--- src/mem_pkg.sv ---
// ==============================
// Built for one configuration only. A memory-side burst is 1 to 4 beats,
// an AFU burst 1 to 64, and bank addresses wrap modulo MEM_DEPTH_WORDS
// ==============================

`default_nettype none

package mem_pkg;

    // ==============================
    // Widths and limits
    // ==============================

    // Word address, one word per DATA_WIDTH bits
    localparam int ADDR_WIDTH      = 16;
    localparam int DATA_WIDTH      = 64;
    localparam int BYTE_EN_WIDTH   = DATA_WIDTH / 8;

    // AFU burst counts run from 1 to 64, so 7 bits are needed
    localparam int AFU_BURST_WIDTH = 7;

    // Memory side burst counts run from 1 to 4
    localparam int MEM_BURST_WIDTH = 3;
    localparam int MEM_MAX_BURST   = 4;

    // Waitrequest-honoring stages between the mapper and the bank
    localparam int NUM_REG_STAGES  = 2;

    // Bank size and the index width used to wrap addresses into it
    localparam int MEM_DEPTH_WORDS  = 1024;
    localparam int MEM_INDEX_WIDTH  = $clog2(MEM_DEPTH_WORDS);

    // Cycles from a bank read accept to the first returned beat
    localparam int MEM_READ_LATENCY = 2;

    // ==============================
    // Command and response types
    // ==============================

    // Idle means no command is offered on the bus this cycle
    typedef enum logic [1:0] {
        MEM_OP_IDLE  = 2'd0,
        MEM_OP_READ  = 2'd1,
        MEM_OP_WRITE = 2'd2
    } mem_op_t;

    // Command as the AFU presents it, with the wide burst count
    typedef struct packed {
        mem_op_t                    op;
        logic [ADDR_WIDTH-1:0]      address;
        logic [AFU_BURST_WIDTH-1:0] burstcount;
        logic [DATA_WIDTH-1:0]      writedata;
        logic [BYTE_EN_WIDTH-1:0]   byteenable;
    } afu_cmd_t;

    // Command on the memory side of the mapper
    typedef struct packed {
        mem_op_t                    op;
        logic [ADDR_WIDTH-1:0]      address;
        logic [MEM_BURST_WIDTH-1:0] burstcount;
        logic [DATA_WIDTH-1:0]      writedata;
        logic [BYTE_EN_WIDTH-1:0]   byteenable;
    } mem_cmd_t;

    // Read response beat, never back-pressured
    typedef struct packed {
        logic                  readdatavalid;
        logic [DATA_WIDTH-1:0] readdata;
    } mem_rsp_t;

endpackage

`default_nettype wire

--- src/avmm_reg_stage.sv ---
// ==============================
// Adds one cycle each way. Waitrequest upstream is registered, so the
// skid register absorbs the one command that arrives as it rises
// ==============================

`timescale 1ns/100ps
`default_nettype none

module avmm_reg_stage
    import mem_pkg::*;
(
    input  logic     clk,
    input  logic     reset,
    input  mem_cmd_t up_cmd,
    output logic     up_waitrequest,
    output mem_cmd_t down_cmd,
    input  logic     down_waitrequest,
    input  mem_rsp_t down_rsp,
    output mem_rsp_t up_rsp
);

    // Main register drives downstream, skid catches one overflow command
    mem_cmd_t main_q;
    mem_cmd_t skid_q;

    logic skid_full;
    logic main_free;
    logic up_accept;

    // ==============================
    // Command path
    // ==============================

    // An idle op marks either register as empty
    assign skid_full = (skid_q.op != MEM_OP_IDLE);

    // Driven straight from a flop, so no path runs through the stage
    assign up_waitrequest = skid_full;

    // Main may load when empty or when downstream takes its command
    assign main_free = (main_q.op == MEM_OP_IDLE) || !down_waitrequest;
    assign up_accept = (up_cmd.op != MEM_OP_IDLE) && !skid_full;

    always_ff @(posedge clk)
    begin
        if (reset)
        begin
            main_q.op <= MEM_OP_IDLE;
            skid_q.op <= MEM_OP_IDLE;
        end
        else if (main_free)
        begin
            if (skid_full)
            begin
                // Skid drains first to keep command order
                main_q    <= skid_q;
                skid_q.op <= MEM_OP_IDLE;
            end
            else if (up_accept)
            begin
                main_q <= up_cmd;
            end
            else
            begin
                main_q.op <= MEM_OP_IDLE;
            end
        end
        else if (up_accept)
        begin
            // Downstream stalled while upstream still saw us ready
            skid_q <= up_cmd;
        end
    end

    assign down_cmd = main_q;

    // ==============================
    // Response path
    // ==============================

    // Responses carry no back-pressure, a plain register is enough
    always_ff @(posedge clk)
    begin
        if (reset)
        begin
            up_rsp.readdatavalid <= 1'b0;
        end
        else
        begin
            up_rsp <= down_rsp;
        end
    end

endmodule

`default_nettype wire

--- config.mk ---
export PLATFORM = sky130hd
export DESIGN_NAME = avmm_reg_stage
export DESIGN_NICKNAME = d
export VERILOG_FILES = /design/src/mem_pkg.sv /design/src/avmm_reg_stage.sv
export SDC_FILE = /design/constraint.sdc
export NUM_CORES = 1
export LEC_CHECK = 0
export BUFFER_PORTS_ARGS = -buffer_cell sky130_fd_sc_hd__buf_2
export CAP_MARGIN = 25
export CELL_PAD_IN_SITES_DETAIL_PLACEMENT = 2
export CELL_PAD_IN_SITES_GLOBAL_PLACEMENT = 2
export CORE_MARGIN = 2
export CORE_UTILIZATION = 38
export CTS_CLUSTER_DIAMETER = 50
export DETAILED_ROUTE_END_ITERATION = 16
export PLACE_DENSITY = 0.88
export SLEW_MARGIN = 0
export SYNTH_ARGS = -nofsm -noshare
export SYNTH_HDL_FRONTEND = slang
export SYNTH_SLANG_ARGS = --single-unit
--- constraint.sdc ---
create_clock -name clk -period 17.7 [get_ports clk]
set_input_delay 1.77 -clock clk [delete_from_list [all_inputs] [get_ports clk]]
set_output_delay 1.77 -clock clk [all_outputs]
set_load 0.02 [all_outputs]
==> metrics.md, run 1 <==
| Metric | Value |
|---|---|
| Post-detail-place hpwl | `17.4 mm` |
| Max FO, Critical Path | `58` |
| Min cycle time layout | `roughly 3500 ps` |
| Hold depth | `2` |
| Most common cell after layout, fill and taps aside | `buf_2` |
| CP bufs+invs | `2` |
| Layout cells sized above 1 | `63.0%` |
| Hold endpoint | `down_cmd[92]` |
| Setup violators final | `0` |
| DRC Markers | `0` |
| Worst path cell trace | `buf_2 > o21ai_0 > o311a_4 > buf_4` |
| Total Routed Length | `24.8 mm` |
| Depth of the most critical reg-to-reg path | `3` |
| Vias in the first global route | `about 5600` |
| Avg Inst Size Synth | `24.2 µm²` |
| Clock Latency Late Sink | `550 ps` |
| CP Data Required Time | `17860 ps` |
| Hold Startpoint | `down_cmd[92]` |
| Clock root buffer | `clkbuf_16` |
| Die area | `24900 µm²` |
| Worst VDD drop | `0.0000685 V` |
| Post-route ant nets | `0` |
| Met2 Routed Length | `~14 mm` |
| Reg2Reg Setup Slack | `roughly 15000 ps` |
| Uppermost layer routed | `met4` |
| Synth unique cells | `19` |
| Max-Cap Viols | `0` |
| Initial drt markers | `197` |
| Cts hold-fix bufs | `0` |
| Clk buf depth | `3` |
| Post-CTS resize count | `0` |
| Detailed-route wire length per cell | `between 20 and 25 µm` |
| CTS tree | `done` |
| Clock Sinks | `251` |
| Most frequent cells in the layout | `319 x buf_2, 246 x edfxtp_1, 69 x mux2_4` |
| Vias per inst | `4.63` |
| Number of CTS-inserted buffers | `31` |
| Crit. End Element | `register` |
| Register area share after synthesis | `a little over four fifths` |
| Initial Util | `38.5%` |
| Crit path DAT | `3620 ps` |
| Final-stage net count | `around 880` |
| PD cells | `125 nW/µm²` |
| Placer Congestion | `0.796` |
| Top Family by Delay on Critical Path | `compound AO/OA/AOI/OAI gates` |
| CTS HTree Levels | `1` |
| RSZ-0062 raised after global routing | `no` |
| Met1 wire length | `8.40 mm` |
| CP startpoint kind | `input port` |
| Fmax | `289 MHz` |
| Largest net degree at the start of global routing | `66` |
| Syn Nets | `533` |
| Post-CTS setup buffers | `0` |
| Setup TNS | `0 ps` |
| Tcrit/Tclk final | `19.5%` |
| Slew HR | `about a third` |
| Slew Limit Fails | `0` |
| Total power | `~1500 µW` |
| First-pass GRT wire length | `about 35 mm` |
| Core Area | `23300 µm²` |
| Core Rows | `between 50 and 60` |
| Post-Route Skew | `21.5 ps` |
| Leakage | `approximately 0.0050 µW` |
| Mapped Cells | `roughly 370` |
| DR WL met3 | `1.91 mm` |
| Routed vias | `a little under 5000` |
| Status | `completed` |
| Die Ht | `158 µm` |
| Buffers on Ports | `319` |
| Top Ports | `320` |
| DIE WIDTH | `158 µm` |
| GRT Total Usage | `19.4%` |
| Hold Vio Cnt, Final | `0` |
| Yosys synthesis warning count | `0` |
| Initial antenna violation count | `2` |
| Worst r2r dst | `down_cmd[12]` |
| Worst r2r src | `down_cmd[92]` |
| Tightest Pin Transition | `approximately 1000 ps` |
| Clock transition at the registers of the reported paths | `60 ps` |
| Seq cells post-synth | `251` |
| Dpl cells | `1006` |
| Crit Path Class | `input port to register` |
| Post-Syn Area | `8990 µm²` |
| Hold crit path type | `register to register` |
| Pre-antenna DRT Iters | `4` |
| Max stage delay on crit path | `720 ps` |
| Slowest-stage cell, CP | `buf_4` |
| Finished Layout Cells | `1066` |
| Area growth, synth to finish | `33.6%` |
| Gr ovfl total | `0` |
## routing by layer
metal	GRT usage, %	up-vias
met4	6.15	0
met1	19.9	2464
met3	5.26	51
met5	0	-
li1	-	2192
met2	37.8	224
## cells by family after synthesis
kind of cell,Yosys count,synth area share (%)
DFF,251,83.3
AOI/OAI and AO/OA,8,0.543
buffers and inverters,13,1.38
and+or+nand+nor,9,0.487
muxes,91,14.3
## registers in the layout (all words and copies together) (netlist names)
register  flops
down_cmd     93
skid_q       93
up_rsp       65
## how the worst max path moves through the flow
stage	startpoint	to	cells past startpoint
3_3_place_gp	down_waitrequest	down_cmd[18]	4
6_report	down_waitrequest	down_cmd[12]	4
3_5_place_dp	down_waitrequest	down_cmd[12]	4
2_1_floorplan	down_waitrequest	skid_q[0]	2
5_1_grt	down_waitrequest	down_cmd[12]	4
4_1_cts	down_waitrequest	down_cmd[12]	4
## cells in the mapped netlist (all sizes together)
library cell,number,area (µm²)
nor2,2,10.0
buf,10,113
o21ai,3,15.0
o21a,1,7.51
o311a,1,10.0
o22ai,1,6.26
a21oi,2,10.0
mux2,91,1280
nor2b,2,12.5
edfxtp,246,7390
dfxtp,5,100
inv,3,11.3
nor3,2,10.0
nand2,3,11.3
## power breakdown
group | internal (µW) | total, µW | switching (µW)
sequential | 698 | 710 | 12.4
clock | 394 | 640 | 246
combinational | 58.6 | 148 | 89.0
## metrics by stage
| step | hold slack [ps] | util [%] | instance area [µm²] | setup WS (ps) |
|---|---|---|---|---|
| after floorplan | 500 | - | 8990 | 8870 |
| after global placement | 492 | 46.8 | 10900 | 13830 |
| after detailed placement | 530 | 47.0 | 11000 | 13640 |
| after CTS | 538 | 51.4 | 12000 | 14220 |
| after global routing | 565 | 51.4 | 12000 | 14100 |
| final | 535 | 51.5 | 12000 | 14240 |
## tightest hold or removal path, cell delays in order, from the launching register on
cell	delay, ps
dfxtp_1	330
nand2_1	90
a21oi_1	70
## final cells by class
class | instances | area (µm²)
flip-flops and latches | 251 | 7490
fillers | 2102 | 11300
repair buffers | 325 | 1660
well taps | 319 | 399
clock buffers | 35 | 791
clock inverters | 22 | 251
diodes | 3 | 7.51
inverters | 3 | 11.3
multi-input cells | 108 | 1400
(Power assumes the default switching activity.)
==> run 2: changes to the inputs <==
Settings changed: CORE_UTILIZATION 38 to 36, PLACE_DENSITY 0.88 to 0.84.
Clock period 17.7 ns to 3.4 ns, I/O delays scaled along.
==> run 2 against run 1 <==
Net effect:
- non-clock buffer count is 146 higher
- via count up 13%
- global-route usage up 4.1 points
- register-to-register slack lost 14000 ps
- setup slack got worse by 13000 ps
- hold slack lost 520 ps
- sequential cell count did not move
- largest cell class unchanged
- largest power group unchanged
==> metrics.md, run 2 (synthesis results as in run 1) <==
| Metric | Value |
|---|---|
| Min cycle time layout | `2570 ps` |
| Total Routed Length | `31.4 mm (+27%)` |
| Max-Cap Viols | `0 (unchanged)` |
| Met1 wire length | `10.5 mm (+25%)` |
| Largest net degree at the start of global routing | `66 (unchanged)` |
| Detailed-route wire length per cell | `25.9 µm (+11%)` |
| Vias in the first global route | `6622 (+18%)` |
| Routed vias | `5573 (+13%)` |
| Clk buf depth | `3 (unchanged)` |
| Fmax | `between 300 and 400 MHz` |
| Worst r2r dst | `down_cmd[30]` |
| First-pass GRT wire length | `44.8 mm (+26%)` |
| Setup TNS | `0 ps (unchanged)` |
| DR WL met3 | `1.86 mm (-2.4%)` |
| Antenna Cells | `0 (-3)` |
| Vias per inst | `4.59 (-0.68%)` |
| Post-CTS setup buffers | `0 (unchanged)` |
| Slew HR | `32.8% (about the same)` |
| Core Area | `24400 µm² (+4.5%)` |
| Post-Route Skew | `12.6 ps (-8.89 ps)` |
| Multi-input combinational cell area | `1420 µm² (+1.3%)` |
| Max FO, Critical Path | `49 (-16%)` |
| Post-route ant nets | `0 (unchanged)` |
| PD cells | `593 nW/µm² (+380%)` |
| Clock Sinks | `251 (unchanged)` |
| Initial antenna violation count | `2 (unchanged)` |
| Most common cell after layout, fill and taps aside | `buf_2` |
| Util after Layout | `55.1% (+3.7 points)` |
| Die area | `26200 µm² (+5.4%)` |
| Area growth, synth to finish | `49.6%` |
| Post-detail-place hpwl | `18.3 mm (+4.9%)` |
| Placed Area | `11000 µm² (+0.19%)` |
| CTS HTree Levels | `1 (unchanged)` |
| Clock Latency Late Sink | `540 ps (about the same)` |
| Setup violators final | `0 (unchanged)` |
| Hold Startpoint | `up_cmd[77]` |
| Buffers on Ports | `319 (unchanged)` |
| Worst VDD drop | `0.000366 V (+430%)` |
| Most frequent cells in the layout | `319 x buf_2, 246 x edfxtp_1, 146 x dlygate4sd3_1` |
| Leakage | `0.00553 µW (+12%)` |
| Tcrit/Tclk final | `75.7%` |
| Die Ht | `162 µm (+2.7%)` |
| Finished Layout Cells | `1213 (+14%)` |
| Core Rows | `57 (+1.8%)` |
| Top Ports | `320 (unchanged)` |
| Gr ovfl total | `0 (unchanged)` |
| Uppermost layer routed | `met4` |
| Crit. End Element | `register` |
| Reg2Reg Setup Slack | `830 ps (-14120 ps)` |
| Pre-antenna DRT Iters | `4 (unchanged)` |
| Hold depth | `1 (-1)` |
| RSZ-0062 raised after global routing | `no` |
| Final-stage net count | `1026 (+16%)` |
| Slew Limit Fails | `0 (unchanged)` |
| Layout cells sized above 1 | `52.2% (-11 points)` |
| CP Data Required Time | `3600 ps (-14260 ps)` |
| Post-CTS resize count | `0 (unchanged)` |
| Dpl cells | `1011 (+0.50%)` |
| DIE WIDTH | `162 µm (+2.7%)` |
| Initial Util | `36.8% (-1.7 points)` |
| CP startpoint kind | `register` |
| Tightest Pin Transition | `1010 ps (-0.0281 ps)` |
| Clock transition at the registers of the reported paths | `60 ps (about the same)` |
| DRC Markers | `0 (unchanged)` |
| Design area | `13400 µm² (+12%)` |
| GRT Total Usage | `23.5% (+4.1 points)` |
| Hold endpoint | `skid_q[77]` |
| Fillcell total | `2195 (+4.4%)` |
| Depth of the most critical reg-to-reg path | `3 (unchanged)` |
| Cts hold-fix bufs | `144 (+144)` |
| Number of CTS-inserted buffers | `30 (-3.2%)` |
| Hold crit path type | `input port to register` |
| Sequential Area | `7490 µm² (about the same)` |
| Placer Congestion | `0.794 (-0.21%)` |
| Status | `completed` |
| Crit path DAT | `2780 ps (-840 ps)` |
| Crit Path Class | `register to register` |
| CTS tree | `done` |
| Worst r2r src | `down_cmd[92]` |
| Met2 Routed Length | `18.2 mm (+32%)` |
| Hold Vio Cnt, Final | `0 (unchanged)` |
| Clock root buffer | `clkbuf_16` |
| Total power | `7970 µW (+430%)` |
| Initial drt markers | `292 (+48%)` |
==> run 2: changes by cell type in the layout (fill, tap and decap cells not counted), moves of 2 or more <==
cell,before,now
clkbuf_1,4,13
clkinv_1,4,1
clkinv_2,7,3
clkinv_4,2,0
diode_2,3,0
dlygate4sd3_1,0,146
==> run 2: worst max-delay path by stage <==
stage	start	end	slack, ps	cells past startpoint
2_1_floorplan	skid_q[92]	skid_q[0]	-40	5
3_3_place_gp	down_cmd[92]	down_cmd[1]	1070	3
3_5_place_dp	down_cmd[92]	down_cmd[24]	840	3
4_1_cts	down_cmd[91]	down_cmd[30]	790	3
5_1_grt	down_cmd[91]	down_cmd[77]	680	3
6_report	down_cmd[92]	down_cmd[30]	830	3
==> run 2: report_power, final <==
part | internal (µW) | switching (µW) | total, µW
Sequential | 3630 | 80.3 | 3710
Combinational | 418 | 522 | 940
Clock | 2010 | 1310 | 3320
==> run 2: layer usage <==
layer  vias to the layer above  GRT usage (%)
li1                       2477              -
met1                      2801           23.3
met2                       252           48.2
met3                        43           5.31
met4                         0           6.40
met5                         -              0
==> run 2: layout make-up <==
cell class / count / share of cell area [%]
flip-flops and latches: 251 / 55.7
repair buffers: 471 / 23.2
multi-input cells: 108 / 10.5
clock buffers: 45 / 6.24
well taps: 324 / 3.02
clock inverters: 11 / 1.22
inverters: 3 / 0.112
==> run 2: through the flow <==
stage	setup slack (ps)	hold WS, ps
after floorplan	-42.6	409
after global placement	1070	480
after detailed placement	839	519
after CTS	791	0.833
after global routing	681	1.78
final	827	19.7
==> run 2: worst max-delay path, stage by stage (launching register included) <==
cell,delay [ps]
dfxtp_1,330
o21ai_0,710
o311a_4,790
buf_12,360
