$ cat src/mem_pkg.sv
// ==============================
// Built for one configuration only. A memory-side burst is 1 to 4 beats,
// an AFU burst 1 to 64, and bank addresses wrap modulo MEM_DEPTH_WORDS
// ==============================

`default_nettype none

package mem_pkg;

    // ==============================
    // Widths and limits
    // ==============================

    // Word address, one word per DATA_WIDTH bits
    localparam int ADDR_WIDTH      = 16;
    localparam int DATA_WIDTH      = 64;
    localparam int BYTE_EN_WIDTH   = DATA_WIDTH / 8;

    // AFU burst counts run from 1 to 64, so 7 bits are needed
    localparam int AFU_BURST_WIDTH = 7;

    // Memory side burst counts run from 1 to 4
    localparam int MEM_BURST_WIDTH = 3;
    localparam int MEM_MAX_BURST   = 4;

    // Waitrequest-honoring stages between the mapper and the bank
    localparam int NUM_REG_STAGES  = 2;

    // Bank size and the index width used to wrap addresses into it
    localparam int MEM_DEPTH_WORDS  = 1024;
    localparam int MEM_INDEX_WIDTH  = $clog2(MEM_DEPTH_WORDS);

    // Cycles from a bank read accept to the first returned beat
    localparam int MEM_READ_LATENCY = 2;

    // ==============================
    // Command and response types
    // ==============================

    // Idle means no command is offered on the bus this cycle
    typedef enum logic [1:0] {
        MEM_OP_IDLE  = 2'd0,
        MEM_OP_READ  = 2'd1,
        MEM_OP_WRITE = 2'd2
    } mem_op_t;

    // Command as the AFU presents it, with the wide burst count
    typedef struct packed {
        mem_op_t                    op;
        logic [ADDR_WIDTH-1:0]      address;
        logic [AFU_BURST_WIDTH-1:0] burstcount;
        logic [DATA_WIDTH-1:0]      writedata;
        logic [BYTE_EN_WIDTH-1:0]   byteenable;
    } afu_cmd_t;

    // Command on the memory side of the mapper
    typedef struct packed {
        mem_op_t                    op;
        logic [ADDR_WIDTH-1:0]      address;
        logic [MEM_BURST_WIDTH-1:0] burstcount;
        logic [DATA_WIDTH-1:0]      writedata;
        logic [BYTE_EN_WIDTH-1:0]   byteenable;
    } mem_cmd_t;

    // Read response beat, never back-pressured
    typedef struct packed {
        logic                  readdatavalid;
        logic [DATA_WIDTH-1:0] readdata;
    } mem_rsp_t;

endpackage

`default_nettype wire

$ cat src/avmm_burst_mapper.sv
// ==============================
// AFU bursts must be legal Avalon bursts of 1 to 64 beats. A long read
// stalls the AFU until its last chunk has been handed downstream
// ==============================

`timescale 1ns/100ps
`default_nettype none

module avmm_burst_mapper
    import mem_pkg::*;
(
    input  logic     clk,
    input  logic     reset,
    input  afu_cmd_t afu_cmd,
    output logic     afu_waitrequest,
    output mem_cmd_t mem_cmd,
    input  logic     mem_waitrequest
);

    // ==============================
    // Burst tracking state
    // ==============================

    // Beats of the current AFU burst not yet handled. For a write this
    // counts data beats still to come, for a read the beats not yet requested
    logic [AFU_BURST_WIDTH-1:0] beats_left;

    // Address where the next memory chunk starts
    logic [ADDR_WIDTH-1:0]      next_addr;

    // Write beats still owed to the chunk already opened downstream
    logic [MEM_BURST_WIDTH-1:0] chunk_left;

    logic                       in_burst;
    logic [AFU_BURST_WIDTH-1:0] total;
    logic [ADDR_WIDTH-1:0]      base;
    logic [MEM_BURST_WIDTH-1:0] chunk_len;
    logic                       chunk_start;
    logic                       is_read;
    logic                       read_more;
    logic                       accept;

    // ==============================
    // Chunk selection
    // ==============================

    // With nothing in flight the AFU command itself starts a new burst
    assign in_burst = (beats_left != '0);
    assign total    = in_burst ? beats_left : afu_cmd.burstcount;
    assign base     = in_burst ? next_addr : afu_cmd.address;

    // Chunk size is the smaller of the remaining beats and the memory limit
    assign chunk_len = (total > AFU_BURST_WIDTH'(MEM_MAX_BURST)) ?
                       MEM_BURST_WIDTH'(MEM_MAX_BURST) :
                       total[MEM_BURST_WIDTH-1:0];

    // A write beat opens a new chunk when the previous chunk is complete
    assign chunk_start = (chunk_left == '0);
    assign is_read     = (afu_cmd.op == MEM_OP_READ);

    // The AFU read is only taken once its final chunk goes downstream
    assign read_more = is_read && (total > AFU_BURST_WIDTH'(MEM_MAX_BURST));
    assign accept    = (afu_cmd.op != MEM_OP_IDLE) && !mem_waitrequest;

    assign afu_waitrequest = mem_waitrequest || read_more;

    // The chunk goes out in the same cycle, no register on this path
    always_comb
    begin
        mem_cmd.op         = afu_cmd.op;
        mem_cmd.address    = base;
        mem_cmd.burstcount = chunk_len;
        mem_cmd.writedata  = afu_cmd.writedata;
        mem_cmd.byteenable = afu_cmd.byteenable;
    end

    // ==============================
    // Counter updates
    // ==============================

    always_ff @(posedge clk)
    begin
        if (reset)
        begin
            beats_left <= '0;
            chunk_left <= '0;
        end
        else if (accept)
        begin
            if (is_read)
            begin
                // Drops to zero once the last chunk has been requested
                beats_left <= total - AFU_BURST_WIDTH'(chunk_len);
            end
            else if (chunk_start)
            begin
                // First beat of a chunk carries address and burst count
                beats_left <= total - AFU_BURST_WIDTH'(1);
                chunk_left <= chunk_len - MEM_BURST_WIDTH'(1);
            end
            else
            begin
                // Middle beats are data only
                beats_left <= beats_left - AFU_BURST_WIDTH'(1);
                chunk_left <= chunk_left - MEM_BURST_WIDTH'(1);
            end
        end
    end

    // The next chunk address moves on whenever a chunk is opened
    always_ff @(posedge clk)
    begin
        if (accept && (is_read || chunk_start))
        begin
            next_addr <= base + ADDR_WIDTH'(chunk_len);
        end
    end

endmodule

`default_nettype wire

$ cat config.mk
export PLATFORM = sky130hd
export DESIGN_NAME = avmm_burst_mapper
export DESIGN_NICKNAME = d
export VERILOG_FILES = /design/src/mem_pkg.sv /design/src/avmm_burst_mapper.sv
export SDC_FILE = /design/constraint.sdc
export NUM_CORES = 1
export LEC_CHECK = 0
export BUFFER_PORTS_ARGS = -buffer_cell sky130_fd_sc_hd__buf_2
export CAP_MARGIN = 40
export CELL_PAD_IN_SITES_DETAIL_PLACEMENT = 1
export CELL_PAD_IN_SITES_GLOBAL_PLACEMENT = 1
export CORE_MARGIN = 2
export CORE_UTILIZATION = 30
export DETAILED_ROUTE_END_ITERATION = 16
export PLACE_DENSITY = 0.86
export SLEW_MARGIN = 15
export SYNTH_ARGS = -nofsm -noshare
export SYNTH_HDL_FRONTEND = slang
export SYNTH_SLANG_ARGS = --single-unit
$ cat constraint.sdc
create_clock -name clk -period 8.1 [get_ports clk]
set_input_delay 0.81 -clock clk [delete_from_list [all_inputs] [get_ports clk]]
set_output_delay 0.81 -clock clk [all_outputs]
set_load 0.03 [all_outputs]
==> results of run 1 <==
## flip-flops by register name (all words and copies together), names as in the netlist
| name | count |
|---|---|
| next_addr | 16 |
| chunk_left | 3 |
| beats_left | 7 |
## cells in the mapped netlist (all sizes together), types with 10 or more instances
library cell / number
nand2: 44
xnor2: 11
buf: 79
edfxtp: 16
dfxtp: 10
xor2: 10
nor2: 24
nor3: 11
a21oi: 26
inv: 18
## worst max-delay path, delay by kind of cell, from the launching register on
family,cells,cell delay [ns]
multiplexers,1,0.38
XOR/XNOR,1,0.16
AO/OA/AOI/OAI,4,0.82
adder cells (fa/ha/maj),1,0.28
buffers and inverters,1,0.12
AND/OR/NAND/NOR,3,1.22
flip-flops,1,0.44
## cells by family (layout without fill, tap and decap cells)
| group | count (synthesis) | after routing |
|---|---|---|
| and+or+nand+nor | 115 | 115 |
| buffers and inverters | 103 | 74 |
| AOI/OAI and AO/OA | 64 | 64 |
| DFF | 26 | 26 |
| xor gates and xnor gates | 21 | 21 |
| adders and majority gates | 8 | 8 |
| muxes | 7 | 7 |
| other | 2 | 2 |
## metrics by stage
step | hold slack, ns | std cells | setup slack, ns
2_1_floorplan | 0.467 | 346 | 4.23
3_3_place_gp | 0.487 | 420 | 4.38
3_5_place_dp | 0.506 | 421 | 4.13
4_1_cts | 0.521 | 425 | 4.35
5_1_grt | 0.552 | 425 | 4.13
6_report | 0.513 | 425 | 4.39
## metal layers
metal | track usage, % | up-vias | routed length, um
met5 | 0 | - | 0
met4 | 4.64 | 0 | 128
met3 | 3.09 | 21 | 494
met2 | 22.9 | 82 | 3280
met1 | 19.5 | 1064 | 3180
li1 | - | 1059 | -
## worst max-delay path by stage
stage / startpoint / endpoint / slack, ns / depth (start not counted)
floorplan: afu_cmd[77] / next_addr[12] / 4.23 / 13
global placement: afu_cmd[76] / next_addr[12] / 4.38 / 14
detailed placement: afu_cmd[76] / next_addr[12] / 4.13 / 14
CTS: beats_left[6] / next_addr[7] / 4.35 / 11
global route: beats_left[6] / next_addr[7] / 4.13 / 11
finish: beats_left[6] / next_addr[7] / 4.39 / 11
## final cells by class
cell class                 instances  share of cell area [%]
multi-input combinational        217                    53.0
tap                              108                    5.20
clock buffer                       3                    1.59
clock inverter                     1                    1.16
timing repair buffer              52                    10.2
inverter                          18                    2.60
sequential                        26                    26.2
## power by group
part           internal [mW]  total (mW)  switching [mW]
combinational          0.116       0.339           0.223
sequential             0.171       0.194          0.0221
clock                 0.0663       0.114          0.0479
==> results.yml, run 1 <==
setup_path:
  arrival_ns: 3.73
  crit_fanout: 23
  r2r_start: "beats_left[6]"
  crit_path_end_kind: "flip-flop"
  rr_worst_depth: 11
  cp_common_cell: "a21oi_1"
  criticalPathCategory: "reg -> reg"
  slowest_stage: "or4_4"
  crit_chain: "or4_4, nor2_4, mux2i_1, inv_1, ha_1, a21o_1, a21oi_1, o21bai_1, nor2_1, xnor2_1, a21oi_1"
  critPathRequiredTime_ns: 8.12
  slowest_delay_ns: 0.63
  crit_path_start_kind: "flip-flop"
  reg2reg_slack_ns: 4.39
  r2r_end: "next_addr[7]"
place:
  place_area_mm2: 0.00252
  numPortBuffers: 49
  dp_hpwl_mm: 5.57
  globalplace.congestion: 0.924
final_layout:
  final_common_cell: "buf_2"
  seqCellArea_um2: 681
  design_area_mm2: 0.00260
  final_util_pct: 29.6
  fill_cells: 1089
  multi_input_area_mm2: 0.00138
  drive_above_1_share_pct: 21.8
  syn_to_final_growth_pct: -4.82
  fin_nets: 426
  diodes: 0
  final_cell_mix: "buf_2, nand2_1, a21oi_1, nor2_1, inv_1"
clock_network:
  post_cts_buffers: 0
  clockBufferDepth: 2
  cts_tree: "built"
  htree_levels: 1
  clkTransAtPathRegs_ns: 0.10
  clk_latency_ns: 0.28
  root_buffer: "clkbuf_8"
  tritoncts.num_buffers: 3
  cts_resized: 0
  cts_hold_buf: 0
  clock-sinks: 26
synth:
  synth_top_area_share_pct: 20.4
  synthArstFlopShare_pct: 0
  ys_warn_count: 0
  synth_xor_area_share_pct: 6.74
  seq_area_frac_synth_pct: 25.0
  synth_fp_nets: 454
  synthMuxAreaShare_pct: 2.57
  yosysTopAreaCell: "buf_4"
  synth_cell_types: 51
  ys.flop_type: "edfxtp_1"
  synth_cells: 346
  ys_ff_latch: 26
  synth_compound_area_share_pct: 15.5
  avgSynthCellArea_um2: 7.88
  synth_top_family_by_area: "buffers and inverters"
  synth_edf_count: 16
  synthSimpleGateAreaFrac_pct: 21.5
  synthTopCellsByArea: "buf_4, edfxtp_1, dfxtp_1"
  synthAdderAreaFrac_pct: 3.94
  syn_area_mm2: 0.00273
hold_path:
  whs_path_depth: 2
  whs_endpoint: "chunk_left[2]"
  min-delay-path-class: "reg -> reg"
  min_from: "chunk_left[2]"
run_status:
  status: "finished clean"
timing:
  max-slew-margin-rel_pct: 46.3
  max_freq_mhz: 269
  maxSlewViolCount: 0
  tns_ns: 0
  tightest_slew_ns: 0.803
  period_minus_slack_ns: 3.71
  hold_violations: 0
  skew_ns: 0.00142
  rsz0062_at_grt: "false"
  setup_violations: 0
  period_share_pct: 45.8
floorplanning:
  die_h_um: 99.4
  core-area_mm2: 0.00876
  dieWidth_um: 99.4
  row_count: 34
  dieArea_mm2: 0.00987
  initial_utilization_pct: 31.1
  io_pins: 194
global_route:
  grt_max_degree: 24
  antenna_found_initial: 0
  grt-ovfl-total: 0
  grt_pass1_wl_mm: 11.6
  gr-usage-all-layers_pct: 14.4
  grt_pass1_vias: 2312
route:
  drtIter0Drc: 168
  routed_wl_mm: 7.09
  first_pass_iters: 4
  viasPerCell: 5.24
  drc_errors: 0
  antenna_left: 0
  wire_per_inst_um: 16.7
  vias: 2226
pwr:
  leakagePower_nw: 1.07
  irDropWorstVdd_mv: 0.106
  design_power_total_uw: 647
  powerDensity_mw_per_mm2: 249
run:
  maxCapViolCount: 0
(Power assumes the default switching activity.)
==> run 2: changes to the inputs <==
- CORE_UTILIZATION: 30 -> 28
- PLACE_DENSITY: 0.86 -> 0.81
- clock period: 8.1 -> 3.5 ns (I/O delays scaled with it)
==> run 2 against run 1 <==
  * Sequential cell count is the same
  * Critical path depth grew 1
  * Clock-buffer cell count grew 1
  * Register-to-register slack lost 4.1 ns
  * Final area grew 2.6%
  * Total power grew 130%
  * Wire length grew 4.1%
  * Clock power grew 60%
  * Sequential power grew 130%
  * Die area grew 6.9%
  * Global-route usage shrank 0.071 points
  * Critical endpoint is now next_addr[14]
==> results.yml, run 2 (synthesis gave the netlist of run 1 again) <==
global_route:
  gr-usage-all-layers_pct: 14.3
  grt_max_degree: 22
  grt_pass1_vias: 2340
  antenna_found_initial: 0
  grt_pass1_wl_mm: 11.9
  grt-ovfl-total: 0
timing:
  rsz0062_at_grt: "false"
  period_share_pct: 92.6
  hold_violations: 0
  max-slew-margin-rel_pct: 44.8
  max_freq_mhz: 309
  period_minus_slack_ns: 3.24
  tightest_slew_ns: 0.826
  tns_ns: 0
  maxSlewViolCount: 0
  setup_violations: 0
  skew_ns: 0.00174
pwr:
  p_seq_share_pct: 30.4
  design_power_total_mw: 1.46
  p_comb_share_pct: 57.1
  leakagePower_nw: 1.09
  switchingPower_uw: 684
  irDropWorstVdd_mv: 0.140
  p_int_uw: 772
  swShare_pct: 47.0
  powerDensity_mw_per_mm2: 547
  clkPwrFrac_pct: 12.5
hold_path:
  whs_path_depth: 2
  min_from: "reset"
  min-delay-path-class: "in -> reg"
  whs_endpoint: "beats_left[0]"
setup_path:
  r2r_start: "beats_left[4]"
  crit_path_start_kind: "flip-flop"
  arrival_ns: 3.26
  r2r_end: "next_addr[14]"
  criticalPathCategory: "reg -> reg"
  crit_path_end_kind: "flip-flop"
  reg2reg_slack_ns: 0.26
  rr_worst_depth: 12
  crit_fanout: 9
  critPathRequiredTime_ns: 3.52
route:
  routed_wl_mm: 7.38
  drtIter0Drc: 108
  vias: 2261
  viasPerCell: 4.95
  wire_per_inst_um: 16.1
  drc_errors: 0
  first_pass_iters: 4
  antenna_left: 0
clock_network:
  tritoncts.num_buffers: 3
  root_buffer: "clkbuf_8"
  htree_levels: 1
  clkTransAtPathRegs_ns: 0.09
  cts_resized: 0
  cts_hold_buf: 0
  clk_latency_ns: 0.28
  cts_tree: "built"
  clockBufferDepth: 2
  post_cts_buffers: 0
  clock-sinks: 26
final_layout:
  diodes: 0
  reg_top3: "next_addr x16, beats_left x7, chunk_left x3"
  drive_above_1_share_pct: 23.8
  multi_input_area_mm2: 0.00138
  final_cell_mix: "buf_2, nand2_1, a21oi_1, nor2_1, inv_1"
  fin_nets: 433
  final_common_cell: "buf_2"
  regMostFlops: "next_addr"
  largest_register_ffs: 16
  syn_to_final_growth_pct: -2.34
  seqCellArea_um2: 681
  fill_cells: 1185
place:
  globalplace.congestion: 0.859
  dp_hpwl_mm: 5.89
  numPortBuffers: 49
run_status:
  status: "finished clean"
floorplanning:
  io_pins: 194
  core-area_mm2: 0.00959
  row_count: 36
  die_h_um: 103
  initial_utilization_pct: 28.4
  dieArea_mm2: 0.0105
  dieWidth_um: 103
run:
  maxCapViolCount: 0
==> run 2: area by class of cell <==
cell class                 count  share of cell area [%]
clock buffer                   4                    1.69
inverter                      18                    2.54
sequential                    26                    25.6
tap                          133                    6.25
multi-input combinational    217                    51.9
timing repair buffer          59                    12.0
==> run 2: worst max-delay path by stage <==
stage / start / to / slack, ns
floorplan: beats_left[0] / next_addr[7] / 0.06
global placement: afu_cmd[77] / next_addr[12] / 0.31
detailed placement: afu_cmd[77] / next_addr[14] / 0.24
CTS: beats_left[3] / next_addr[14] / 0.25
global route: beats_left[4] / next_addr[12] / 0.0005
finish: beats_left[4] / next_addr[14] / 0.26
==> run 2: layer usage <==
layer | GRT usage [%] | wire [um] | up-vias
li1 | - | - | 1070
met1 | 18.0 | 3170 | 1092
met2 | 25.3 | 3640 | 95
met3 | 3.05 | 540 | 4
met4 | 2.77 | 38 | 0
met5 | 0 | 0 | -
==> run 2: power by group through the flow <==
stage                     clock [mW]  sequential, mW  combinational [mW]
after floorplan                    0           0.432               0.748
after global placement             0           0.444               0.806
after detailed placement           0           0.449               0.831
after CTS                      0.190           0.442               0.835
after global routing           0.201           0.451               0.916
final                          0.182           0.443               0.832
==> run 2: metrics by stage <==
step	setup slack [ns]	utilization, %	hold WS [ns]	instance area [um^2]	cells
6_report	0.260	27.8	0.394	2660	457
5_1_grt	0.000541	27.8	0.396	2660	457
4_1_cts	0.254	27.8	0.387	2660	457
3_5_place_dp	0.241	27.3	0.530	2620	453
3_3_place_gp	0.309	27.3	0.491	2620	453
2_1_floorplan	0.0566	-	0.467	2740	346
==> run 2: critical path: stages, from the launching register on <==
cell	delay, ns
dfxtp_1	0.47
or3_1	0.39
nor4_1	0.11
nor2_1	0.19
nand3_1	0.14
nor3b_2	0.33
inv_1	0.11
fa_1	0.47
inv_1	0.07
a21oi_1	0.08
or2_2	0.34
nor3b_2	0.20
xnor2_1	0.09
